===== src/rv_core_pkg.sv =====
/*
 * Internal encodings of the multicycle core: data width, ALU selector,
 * write-back source and FSM states.
 */
`default_nettype none

package rv_core_pkg;

  localparam int data_size     = 32;
  localparam int reg_addr_bits = 5;

  // Same order as funct3, sub and arithmetic pick the variant
  typedef enum logic [2:0] {
    alu_add  = 3'b000,
    alu_sll  = 3'b001,
    alu_slt  = 3'b010,
    alu_sltu = 3'b011,
    alu_xor  = 3'b100,
    alu_sr   = 3'b101,
    alu_or   = 3'b110,
    alu_and  = 3'b111
  } alu_op_t;

  // Register write-back source
  typedef enum logic [1:0] {
    wb_alu = 2'b00,
    wb_mem = 2'b01,
    wb_pc4 = 2'b10,
    wb_imm = 2'b11
  } wb_sel_t;

  typedef enum logic [2:0] {
    st_fetch,
    st_decode,
    st_execute,
    st_memory,
    st_writeback
  } core_state_t;

endpackage

`default_nettype wire


===== src/rv_isa_pkg.sv =====
/*
 * RV32I instruction-set constants shared by the decoder, the immediate
 * extender and the testbench program generator.
 */
`default_nettype none

package rv_isa_pkg;

  // Instruction width
  localparam int ilen = 32;

  // Major opcodes
  localparam logic [6:0] op_lui    = 7'b0110111;
  localparam logic [6:0] op_auipc  = 7'b0010111;
  localparam logic [6:0] op_jal    = 7'b1101111;
  localparam logic [6:0] op_jalr   = 7'b1100111;
  localparam logic [6:0] op_branch = 7'b1100011;
  localparam logic [6:0] op_load   = 7'b0000011;
  localparam logic [6:0] op_store  = 7'b0100011;
  localparam logic [6:0] op_imm    = 7'b0010011;
  localparam logic [6:0] op_reg    = 7'b0110011;

  // ALU funct3 field
  localparam logic [2:0] f3_add_sub = 3'b000;
  localparam logic [2:0] f3_sll     = 3'b001;
  localparam logic [2:0] f3_slt     = 3'b010;
  localparam logic [2:0] f3_sltu    = 3'b011;
  localparam logic [2:0] f3_xor     = 3'b100;
  localparam logic [2:0] f3_srl_sra = 3'b101;
  localparam logic [2:0] f3_or      = 3'b110;
  localparam logic [2:0] f3_and     = 3'b111;

  // Branch funct3 field
  localparam logic [2:0] f3_beq  = 3'b000;
  localparam logic [2:0] f3_bne  = 3'b001;
  localparam logic [2:0] f3_blt  = 3'b100;
  localparam logic [2:0] f3_bge  = 3'b101;
  localparam logic [2:0] f3_bltu = 3'b110;
  localparam logic [2:0] f3_bgeu = 3'b111;

endpackage

`default_nettype wire


===== src/alu.sv =====
/*
 * Integer ALU. The operation comes from alu_op with sub and arithmetic
 * selecting the variant. Flags always reflect a - b, so one compare
 * resolves any branch.
 */
`default_nettype none

module alu
  import rv_core_pkg::*;
(
  input  wire [data_size-1:0]  a,
  input  wire [data_size-1:0]  b,
  input  wire alu_op_t         alu_op,
  input  wire                  sub,
  input  wire                  arithmetic,
  output logic [data_size-1:0] y,
  output logic                 zero,
  output logic                 negative,
  output logic                 carry_out,
  output logic                 overflow
);

  logic [data_size-1:0] diff;
  logic [data_size-1:0] sum;
  logic [4:0]           shamt;
  logic                 less_signed;
  logic                 less_unsigned;

  // Subtraction path as a + ~b + 1, carry out is the no-borrow bit
  assign {carry_out, diff} = {1'b0, a} + {1'b0, ~b} + {{data_size{1'b0}}, 1'b1};
  assign sum   = a + b;
  assign shamt = b[4:0];

  assign zero     = (diff == '0);
  assign negative = diff[data_size-1];
  assign overflow = (a[data_size-1] != b[data_size-1]) &&
                    (diff[data_size-1] != a[data_size-1]);

  assign less_signed   = negative ^ overflow;
  assign less_unsigned = ~carry_out;

  always_comb begin
    case (alu_op)
      alu_add:  y = sub ? diff : sum;
      alu_sll:  y = a << shamt;
      alu_slt:  y = {{(data_size-1){1'b0}}, less_signed};
      alu_sltu: y = {{(data_size-1){1'b0}}, less_unsigned};
      alu_xor:  y = a ^ b;
      alu_sr: begin
        if (arithmetic) begin
          y = $signed(a) >>> shamt;
        end else begin
          y = a >> shamt;
        end
      end
      alu_or:   y = a | b;
      alu_and:  y = a & b;
      default:  y = sum;
    endcase
  end

endmodule

`default_nettype wire


===== src/control_unit.sv =====
/*
 * Multicycle sequencer. Mux selects follow the opcode in IR, enables
 * follow the FSM state. ALU-class, jumps and branches take 3 cycles,
 * stores 4 and loads 5.
 */
`default_nettype none

module control_unit
  import rv_isa_pkg::*;
  import rv_core_pkg::*;
(
  input  wire        clock,
  input  wire        reset,
  input  wire [6:0]  opcode,
  input  wire [2:0]  funct3,
  input  wire [6:0]  funct7,
  input  wire        zero,
  input  wire        negative,
  input  wire        carry_out,
  input  wire        overflow,
  output logic       alua_src,
  output logic       alub_src,
  output alu_op_t    alu_op,
  output logic       sub,
  output logic       arithmetic,
  output logic       alupc_src,
  output logic       pc_src,
  output logic       pc_en,
  output logic       ir_en,
  output wb_sel_t    wr_reg_src,
  output logic       wr_reg_en,
  output logic       mem_addr_src,
  output logic       mem_wr_en
);

  core_state_t state;
  core_state_t next_state;
  logic        is_load;
  logic        is_store;
  logic        is_alu;
  logic        writes_rd;
  logic        take_branch;

  assign is_load  = (opcode == op_load);
  assign is_store = (opcode == op_store);
  assign is_alu   = (opcode == op_reg) || (opcode == op_imm);
  assign writes_rd = is_alu || opcode == op_lui || opcode == op_auipc ||
                     opcode == op_jal || opcode == op_jalr;

  always_ff @(posedge clock) begin
    if (reset) begin
      state <= st_fetch;
    end else begin
      state <= next_state;
    end
  end

  always_comb begin
    case (state)
      st_fetch:   next_state = st_decode;
      st_decode:  next_state = st_execute;
      st_execute: next_state = (is_load || is_store) ? st_memory : st_fetch;
      st_memory:  next_state = is_load ? st_writeback : st_fetch;
      default:    next_state = st_fetch;
    endcase
  end

  // Branch condition from the rs1 - rs2 flags
  always_comb begin
    case (funct3)
      f3_beq:  take_branch = zero;
      f3_bne:  take_branch = ~zero;
      f3_blt:  take_branch = negative ^ overflow;
      f3_bge:  take_branch = ~(negative ^ overflow);
      f3_bltu: take_branch = ~carry_out;
      f3_bgeu: take_branch = carry_out;
      default: take_branch = 1'b0;
    endcase
  end

  // Selects, valid in every state
  always_comb begin
    alua_src   = (opcode == op_auipc);
    alub_src   = (opcode != op_reg) && (opcode != op_branch);
    alupc_src  = (opcode == op_jalr);
    alu_op     = is_alu ? alu_op_t'(funct3) : alu_add;
    sub        = (opcode == op_branch) ||
                 (opcode == op_reg && funct3 == f3_add_sub && funct7[5]);
    arithmetic = is_alu && funct3 == f3_srl_sra && funct7[5];
    pc_src     = (opcode == op_jal) || (opcode == op_jalr) ||
                 (opcode == op_branch && take_branch);
    case (opcode)
      op_lui:          wr_reg_src = wb_imm;
      op_jal, op_jalr: wr_reg_src = wb_pc4;
      op_load:         wr_reg_src = wb_mem;
      default:         wr_reg_src = wb_alu;
    endcase
  end

  // Enables per state
  always_comb begin
    pc_en        = 1'b0;
    ir_en        = 1'b0;
    wr_reg_en    = 1'b0;
    mem_addr_src = 1'b0;
    mem_wr_en    = 1'b0;
    case (state)
      st_fetch: ir_en = 1'b1;
      st_execute: begin
        // Loads and stores only form the address here
        if (!is_load && !is_store) begin
          pc_en     = 1'b1;
          wr_reg_en = writes_rd;
        end
      end
      st_memory: begin
        mem_addr_src = 1'b1;
        if (is_store) begin
          mem_wr_en = 1'b1;
          pc_en     = 1'b1;
        end
      end
      st_writeback: begin
        mem_addr_src = 1'b1;
        wr_reg_en    = 1'b1;
        pc_en        = 1'b1;
      end
      default: ;
    endcase
  end

endmodule

`default_nettype wire


===== src/dataflow.sv =====
/*
 * Datapath of the multicycle core: PC and IR registers, register file,
 * ALU operand muxes, PC adders, write-back mux and memory address mux.
 * All selects and enables come from the control unit.
 */
`default_nettype none

module dataflow
  import rv_core_pkg::*;
(
  input  wire                  clock,
  input  wire                  reset,
  input  wire [data_size-1:0]  rd_data,
  output logic [data_size-1:0] wr_data,
  output logic [data_size-1:0] mem_addr,
  input  wire                  alua_src,
  input  wire                  alub_src,
  input  wire alu_op_t         alu_op,
  input  wire                  sub,
  input  wire                  arithmetic,
  input  wire                  alupc_src,
  input  wire                  pc_src,
  input  wire                  pc_en,
  input  wire                  ir_en,
  input  wire wb_sel_t         wr_reg_src,
  input  wire                  wr_reg_en,
  input  wire                  mem_addr_src,
  output logic [6:0]           opcode,
  output logic [2:0]           funct3,
  output logic [6:0]           funct7,
  output logic                 zero,
  output logic                 negative,
  output logic                 carry_out,
  output logic                 overflow
);

  logic [data_size-1:0] pc;
  logic [data_size-1:0] ir;
  logic [data_size-1:0] rs1;
  logic [data_size-1:0] rs2;
  logic [data_size-1:0] immediate;
  logic [data_size-1:0] alu_a;
  logic [data_size-1:0] alu_b;
  logic [data_size-1:0] alu_y;
  logic [data_size-1:0] pc_plus_4;
  logic [data_size-1:0] target_sum;
  logic [data_size-1:0] rd_value;

  always_ff @(posedge clock) begin
    if (reset) begin
      pc <= '0;
      ir <= '0;
    end else begin
      if (pc_en) begin
        pc <= pc_src ? {target_sum[data_size-1:1], 1'b0} : pc_plus_4;
      end
      if (ir_en) begin
        ir <= rd_data;
      end
    end
  end

  register_file u_regs (
    .clock         (clock),
    .reset         (reset),
    .write_enable  (wr_reg_en),
    .read_address1 (ir[19:15]),
    .read_address2 (ir[24:20]),
    .write_address (ir[11:7]),
    .write_data    (rd_value),
    .read_data1    (rs1),
    .read_data2    (rs2)
  );

  immediate_extender u_imm (
    .instruction (ir),
    .immediate   (immediate)
  );

  assign alu_a = alua_src ? pc : rs1;
  assign alu_b = alub_src ? immediate : rs2;

  alu u_alu (
    .a          (alu_a),
    .b          (alu_b),
    .alu_op     (alu_op),
    .sub        (sub),
    .arithmetic (arithmetic),
    .y          (alu_y),
    .zero       (zero),
    .negative   (negative),
    .carry_out  (carry_out),
    .overflow   (overflow)
  );

  assign pc_plus_4 = pc + data_size'(4);
  // Base is rs1 for JALR, bit 0 of the sum is cleared on PC load
  assign target_sum = (alupc_src ? rs1 : pc) + immediate;

  always_comb begin
    case (wr_reg_src)
      wb_alu:  rd_value = alu_y;
      wb_mem:  rd_value = rd_data;
      wb_pc4:  rd_value = pc_plus_4;
      wb_imm:  rd_value = immediate;
      default: rd_value = alu_y;
    endcase
  end

  assign mem_addr = mem_addr_src ? alu_y : pc;
  assign wr_data  = rs2;

  assign opcode = ir[6:0];
  assign funct3 = ir[14:12];
  assign funct7 = ir[31:25];

endmodule

`default_nettype wire


===== src/immediate_extender.sv =====
/*
 * Sign-extended immediate for the I, S, B, U and J formats. The format
 * follows from the opcode; anything unlisted is treated as I-type.
 */
`default_nettype none

module immediate_extender
  import rv_isa_pkg::*;
  import rv_core_pkg::*;
(
  input  wire [ilen-1:0]       instruction,
  output logic [data_size-1:0] immediate
);

  logic [6:0] opcode;
  logic       sign;

  assign opcode = instruction[6:0];
  assign sign   = instruction[31];

  always_comb begin
    case (opcode)
      op_store:
        immediate = {{(data_size-12){sign}}, instruction[31:25], instruction[11:7]};
      op_branch:
        immediate = {{(data_size-12){sign}}, instruction[7], instruction[30:25],
                     instruction[11:8], 1'b0};
      op_lui, op_auipc:
        immediate = {{(data_size-32){sign}}, instruction[31:12], 12'b0};
      op_jal:
        immediate = {{(data_size-20){sign}}, instruction[19:12], instruction[20],
                     instruction[30:21], 1'b0};
      default:
        immediate = {{(data_size-12){sign}}, instruction[31:20]};
    endcase
  end

endmodule

`default_nettype wire


===== src/register_file.sv =====
/*
 * Integer register file, 32 entries. Two asynchronous read ports and
 * one write port on the clock edge. Register x0 always reads as zero.
 */
`default_nettype none

module register_file
  import rv_core_pkg::*;
(
  input  wire                     clock,
  input  wire                     reset,
  input  wire                     write_enable,
  input  wire [reg_addr_bits-1:0] read_address1,
  input  wire [reg_addr_bits-1:0] read_address2,
  input  wire [reg_addr_bits-1:0] write_address,
  input  wire [data_size-1:0]     write_data,
  output logic [data_size-1:0]    read_data1,
  output logic [data_size-1:0]    read_data2
);

  logic [data_size-1:0] regs [2**reg_addr_bits];

  always_ff @(posedge clock) begin
    if (reset) begin
      for (int i = 0; i < 2**reg_addr_bits; i++) begin
        regs[i] <= '0;
      end
    end else if (write_enable && write_address != '0) begin
      // Writes to x0 are dropped
      regs[write_address] <= write_data;
    end
  end

  assign read_data1 = (read_address1 == '0) ? '0 : regs[read_address1];
  assign read_data2 = (read_address2 == '0) ? '0 : regs[read_address2];

endmodule

`default_nettype wire


===== src/rv_core.sv =====
/*
 * Multicycle RV32I core. Joins datapath and control unit behind one
 * memory port with combinational read and clocked word write.
 */
`default_nettype none

module rv_core
  import rv_core_pkg::*;
(
  input  wire                  clock,
  input  wire                  reset,
  input  wire [data_size-1:0]  rd_data,
  output logic [data_size-1:0] mem_addr,
  output logic [data_size-1:0] wr_data,
  output logic                 mem_wr_en
);

  logic       alua_src;
  logic       alub_src;
  alu_op_t    alu_op;
  logic       sub;
  logic       arithmetic;
  logic       alupc_src;
  logic       pc_src;
  logic       pc_en;
  logic       ir_en;
  wb_sel_t    wr_reg_src;
  logic       wr_reg_en;
  logic       mem_addr_src;
  logic [6:0] opcode;
  logic [2:0] funct3;
  logic [6:0] funct7;
  logic       zero;
  logic       negative;
  logic       carry_out;
  logic       overflow;

  dataflow u_dataflow (
    .clock        (clock),
    .reset        (reset),
    .rd_data      (rd_data),
    .wr_data      (wr_data),
    .mem_addr     (mem_addr),
    .alua_src     (alua_src),
    .alub_src     (alub_src),
    .alu_op       (alu_op),
    .sub          (sub),
    .arithmetic   (arithmetic),
    .alupc_src    (alupc_src),
    .pc_src       (pc_src),
    .pc_en        (pc_en),
    .ir_en        (ir_en),
    .wr_reg_src   (wr_reg_src),
    .wr_reg_en    (wr_reg_en),
    .mem_addr_src (mem_addr_src),
    .opcode       (opcode),
    .funct3       (funct3),
    .funct7       (funct7),
    .zero         (zero),
    .negative     (negative),
    .carry_out    (carry_out),
    .overflow     (overflow)
  );

  control_unit u_control (
    .clock        (clock),
    .reset        (reset),
    .opcode       (opcode),
    .funct3       (funct3),
    .funct7       (funct7),
    .zero         (zero),
    .negative     (negative),
    .carry_out    (carry_out),
    .overflow     (overflow),
    .alua_src     (alua_src),
    .alub_src     (alub_src),
    .alu_op       (alu_op),
    .sub          (sub),
    .arithmetic   (arithmetic),
    .alupc_src    (alupc_src),
    .pc_src       (pc_src),
    .pc_en        (pc_en),
    .ir_en        (ir_en),
    .wr_reg_src   (wr_reg_src),
    .wr_reg_en    (wr_reg_en),
    .mem_addr_src (mem_addr_src),
    .mem_wr_en    (mem_wr_en)
  );

endmodule

`default_nettype wire


===== config.mk =====
export PLATFORM = sky130hd
export DESIGN_NAME = rv_core
export DESIGN_NICKNAME = d
export VERILOG_FILES = /design/src/rv_core_pkg.sv /design/src/rv_isa_pkg.sv /design/src/alu.sv /design/src/control_unit.sv /design/src/dataflow.sv /design/src/immediate_extender.sv /design/src/register_file.sv /design/src/rv_core.sv
export SDC_FILE = /design/constraint.sdc
export NUM_CORES = 2
export LEC_CHECK = 0
export ABC_CLOCK_PERIOD_IN_PS = 9700
export BUFFER_PORTS_ARGS = -buffer_cell sky130_fd_sc_hd__buf_2
export CAP_MARGIN = 15
export CORE_MARGIN = 2
export CORE_UTILIZATION = 30
export CTS_CLUSTER_DIAMETER = 80
export DETAILED_ROUTE_END_ITERATION = 6
export GPL_TIMING_DRIVEN = 1
export HOLD_SLACK_MARGIN = 0.03
export MAX_ROUTING_LAYER = met4
export REMOVE_ABC_BUFFERS = 1
export SETUP_SLACK_MARGIN = 0.05
export SYNTH_ARGS = -nofsm -noshare
export SYNTH_HDL_FRONTEND = slang
export SYNTH_SLANG_ARGS = --single-unit

===== constraint.sdc =====
create_clock -name clock -period 9.7 [get_ports clock]
set_input_delay 0.485 -clock clock [delete_from_list [all_inputs] [get_ports clock]]
set_output_delay 0.485 -clock clock [all_outputs]
set_load 0.02 [all_outputs]

==> results.sh <==
export IMPL_status="finished clean"
export IMPL_place_ws_ns=0.6615
export IMPL_grt_antenna_before_repair=20
export IMPL_post_synth_inst_count=6507
export IMPL_num_io_pins=99
export IMPL_drt_iter0_drc=10080
export IMPL_dr_total_vias=61300
export IMPL_max_freq_mhz=105.9
export IMPL_cts_tree="yes"
export IMPL_maximum_number_of_pins_on_one_net_before_global_route_repair=85
export IMPL_core_rowCount=178
export IMPL_die_height_um=491.3
export IMPL_grt_remaining_overflow=0
export IMPL_clkSinkCount=1100
export IMPL_synth_async_sr_flop_share=0
export IMPL_number_of_global_route_vias_before_repair=58440
export IMPL_hold_path_class="in -> reg"
export IMPL_synth_top_area_frac=0.4316
export IMPL_totalNegativeSetupSlack_ns=0
export IMPL_timing_worst_setup_path_type="reg -> out"
export IMPL_ys_dominant_reg_cell="edfxtp_1"
export IMPL_first_pass_grt_wire_length_um=460100
export IMPL_most_used_cells_in_the_layout_excluding_fill_and_tap_cells="1024 x edfxtp_1, 931 x nor2_1, 556 x mux2i_1"
export IMPL_ys_warn_count=0
export IMPL_synth_cell_types=107
export IMPL_worstMarginPinSlew_ns=1.402
export IMPL_io_buffer_count=98
export IMPL_postPlaceCellArea_um2=76400
export IMPL_die_wd_um=491.3
export IMPL_startpoint_kind_of_the_worst_setup_timing_path="flop"
export IMPL_clock_insertion_delay_worst_skew_ns=0.78
export IMPL_synth_edf_count=1024
export IMPL_maxSlewHeadroom=0.05531
export IMPL_slew_viols_final=0
export IMPL_ys_ff_latch=1100
export IMPL_power_per_cell_area_nw_per_um2=189.2
export IMPL_crit_required_ns=9.22
export IMPL_nNetsFinal=6644
export IMPL_yosys_top_cells_area="edfxtp_1 43%, mux4_2 12%, mux2i_1 7.8%, nor2_1 5.0%, a21oi_1 2.7%"
export IMPL_ant_nets=0
export IMPL_period_needed_ns=9.444
export IMPL_drv_cap=0
export IMPL_power_ir_vdd_worst_v=0.0001668
export IMPL_die_area_um2=241400
export IMPL_yosysSeqAreaShare=0.4530
export IMPL_route_detailed_drc=0
export IMPL_layout_commonest_cell="edfxtp_1"
export IMPL_path_clk_slew_ns=0.06
export IMPL_design_power_total_uw=15180
export IMPL_clockBufferDepth=3
export IMPL_synthDominantAreaCellType="edfxtp_1"
export IMPL_timing_final_hold_violations=0
export IMPL_initial_core_util=0.3023
export IMPL_final_cell_area_um2=80220
export IMPL_ctsRootBufferMaster="clkbuf_16"
export IMPL_endpoint_kind="output port"
export IMPL_hpwlAfterDp_um=227700
export IMPL_viasPerCell=6.299
export IMPL_htree_num_levels=3
export IMPL_core_area_um2=235600
export IMPL_post_synth_cell_area_avg_um2=10.95
export IMPL_critical_path_peak_fanout=34
export IMPL_worst_slack_ns=0.2558
export IMPL_area_growth_synth_to_final_pct=12.61
export IMPL_critical_path_arrival_ns=8.96
export IMPL_final_layout_size_suffix_gt1_frac=0.1918
export IMPL_router_iterations_before_antenna_repair=6
export IMPL_period_share=0.9736
export IMPL_timing_clock_skew_ns=0.05874
export IMPL_grtUsageTotal=0.2726
export IMPL_cell_area_after_technology_mapping_um2=71240
export IMPL_report_final_setup_viol=0
export IMPL_finalWirelength_um=331900
export IMPL_numCtsBuffers=109
export IMPL_cts_setup_buffers=0
export IMPL_drt_wirelength_per_cell_um=34.11
export IMPL_leakage_uw=0.02790
export IMPL_rsz0062_at_grt="false"
export IMPL_gp_congestion=1.059
-- synth_stat cells (35+ instances only) --
library cell / number
edfxtp_1: 1024
a21oi_1: 378
nor2_2: 57
nor2b_1: 62
nand2_1: 455
or4_1: 36
o21ai_0: 169
buf_1: 58
a22oi_1: 230
buf_4: 39
buf_2: 72
mux2_2: 39
dfxtp_1: 76
o31ai_1: 63
xnor2_1: 63
inv_1: 123
a31oi_1: 36
nor4_1: 35
nor3_1: 221
a211oi_1: 74
mux4_2: 368
nand3_1: 94
nor2_1: 942
mux2i_1: 557
and2_1: 37
ha_1: 128
clkbuf_1: 420
-- repair_timing --
| action | 4_1_cts | 5_1_grt |
|---|---|---|
| hold endpoints to repair | 8 | 0 |
| gates resized for setup | 0 | 3 |
| setup endpoints to repair | 0 | 2 |
| hold buffers | 8 | 0 |
-- worst paths after layout --
check             slack [ns]                end  depth (start not counted)         startpoint
setup / recovery        0.26       mem_addr[31]                         27               flop
hold reg to reg         0.48  u_dataflow.ir[28]                          2  u_dataflow.ir[28]
setup reg to reg        0.46   u_dataflow.pc[7]                         31               flop
hold / removal          0.06  u_dataflow.ir[31]                          3        rd_data[31]
-- cell families after synthesis --
family                   count (synthesis)  synth area share
AND/OR/NAND/NOR                       2078            0.1299
AO/OA/AOI/OAI                         1364            0.1310
flip-flops                            1100            0.4530
multiplexers                           970            0.2023
buffers and inverters                  765           0.04825
adder cells (fa/ha/maj)                132           0.02360
XOR/XNOR                                97           0.01193
other                                    1        0.00005264
-- routing by layer --
layer / up-vias / share of wire / GRT usage
li1: 24670 / - / -
met1: 30900 / 0.37 / 0.3371
met2: 4761 / 0.45 / 0.4103
met3: 967 / 0.12 / 0.05603
met4: 0 / 0.070 / 0.1635
met5: - / 0 / -
-- stage by stage --
stage	instances	util	hold slack, ns
final	9731	0.3405	0.06158
after global routing	9727	0.3404	0.06857
after CTS	9713	0.3400	0.03170
after detailed placement	9504	0.3243	0.4745
after global placement	9503	0.3242	0.4672
after floorplan	5910	-	0.4391
-- registers in the layout (all words and copies together), names as in the netlist, named ones only --
| register | flops |
|---|---|
| u_dataflow.pc | 31 |
| u_control.state | 3 |
| u_dataflow.u_regs.regs | 1024 |
| u_dataflow.ir | 32 |
-- power by group --
group / internal [µW] / switching, µW / total, µW
clock network: 2470 / 1970 / 4440
logic: 1560 / 3660 / 5220
registers: 5350 / 162 / 5510
total: 9390 / 5790 / 15200
-- cell type report --
| cell class | count | area, µm² |
|---|---|---|
| diodes | 13 | 32.53 |
| clock buffers | 136 | 2902 |
| clock inverters | 65 | 728.2 |
| fillers | 23570 | 155400 |
| inverters | 137 | 526.8 |
| multi-input cells | 4673 | 36180 |
| flip-flops and latches | 1100 | 32300 |
| well taps | 3150 | 3941 |
| repair buffers | 457 | 3621 |
-- worst max-delay path, stage by stage, from the launching register on --
cell and delay [ns]:
dfxtp_4 0.67, buf_12 0.35, buf_4 0.26, mux4_2 0.53, a22o_1 0.26, a211oi_1 0.73, a2111oi_2 0.18, o21ai_4 0.22
ha_1 0.31, o211a_1 0.20, o21ai_1 0.15, a211oi_1 0.57, buf_4 0.21, nor2_1 0.08, a221o_1 0.38, nand2_1 0.13
a31oi_1 0.14, o21bai_1 0.17, a21oi_1 0.11, fa_1 0.58, o22ai_1 0.09, a211o_1 0.35, a31oi_1 0.18, o211ai_1 0.51
nor3_1 0.34, nor2_1 0.07, buf_4 0.16, buf_2 0.16
(Power assumes the default switching activity.)
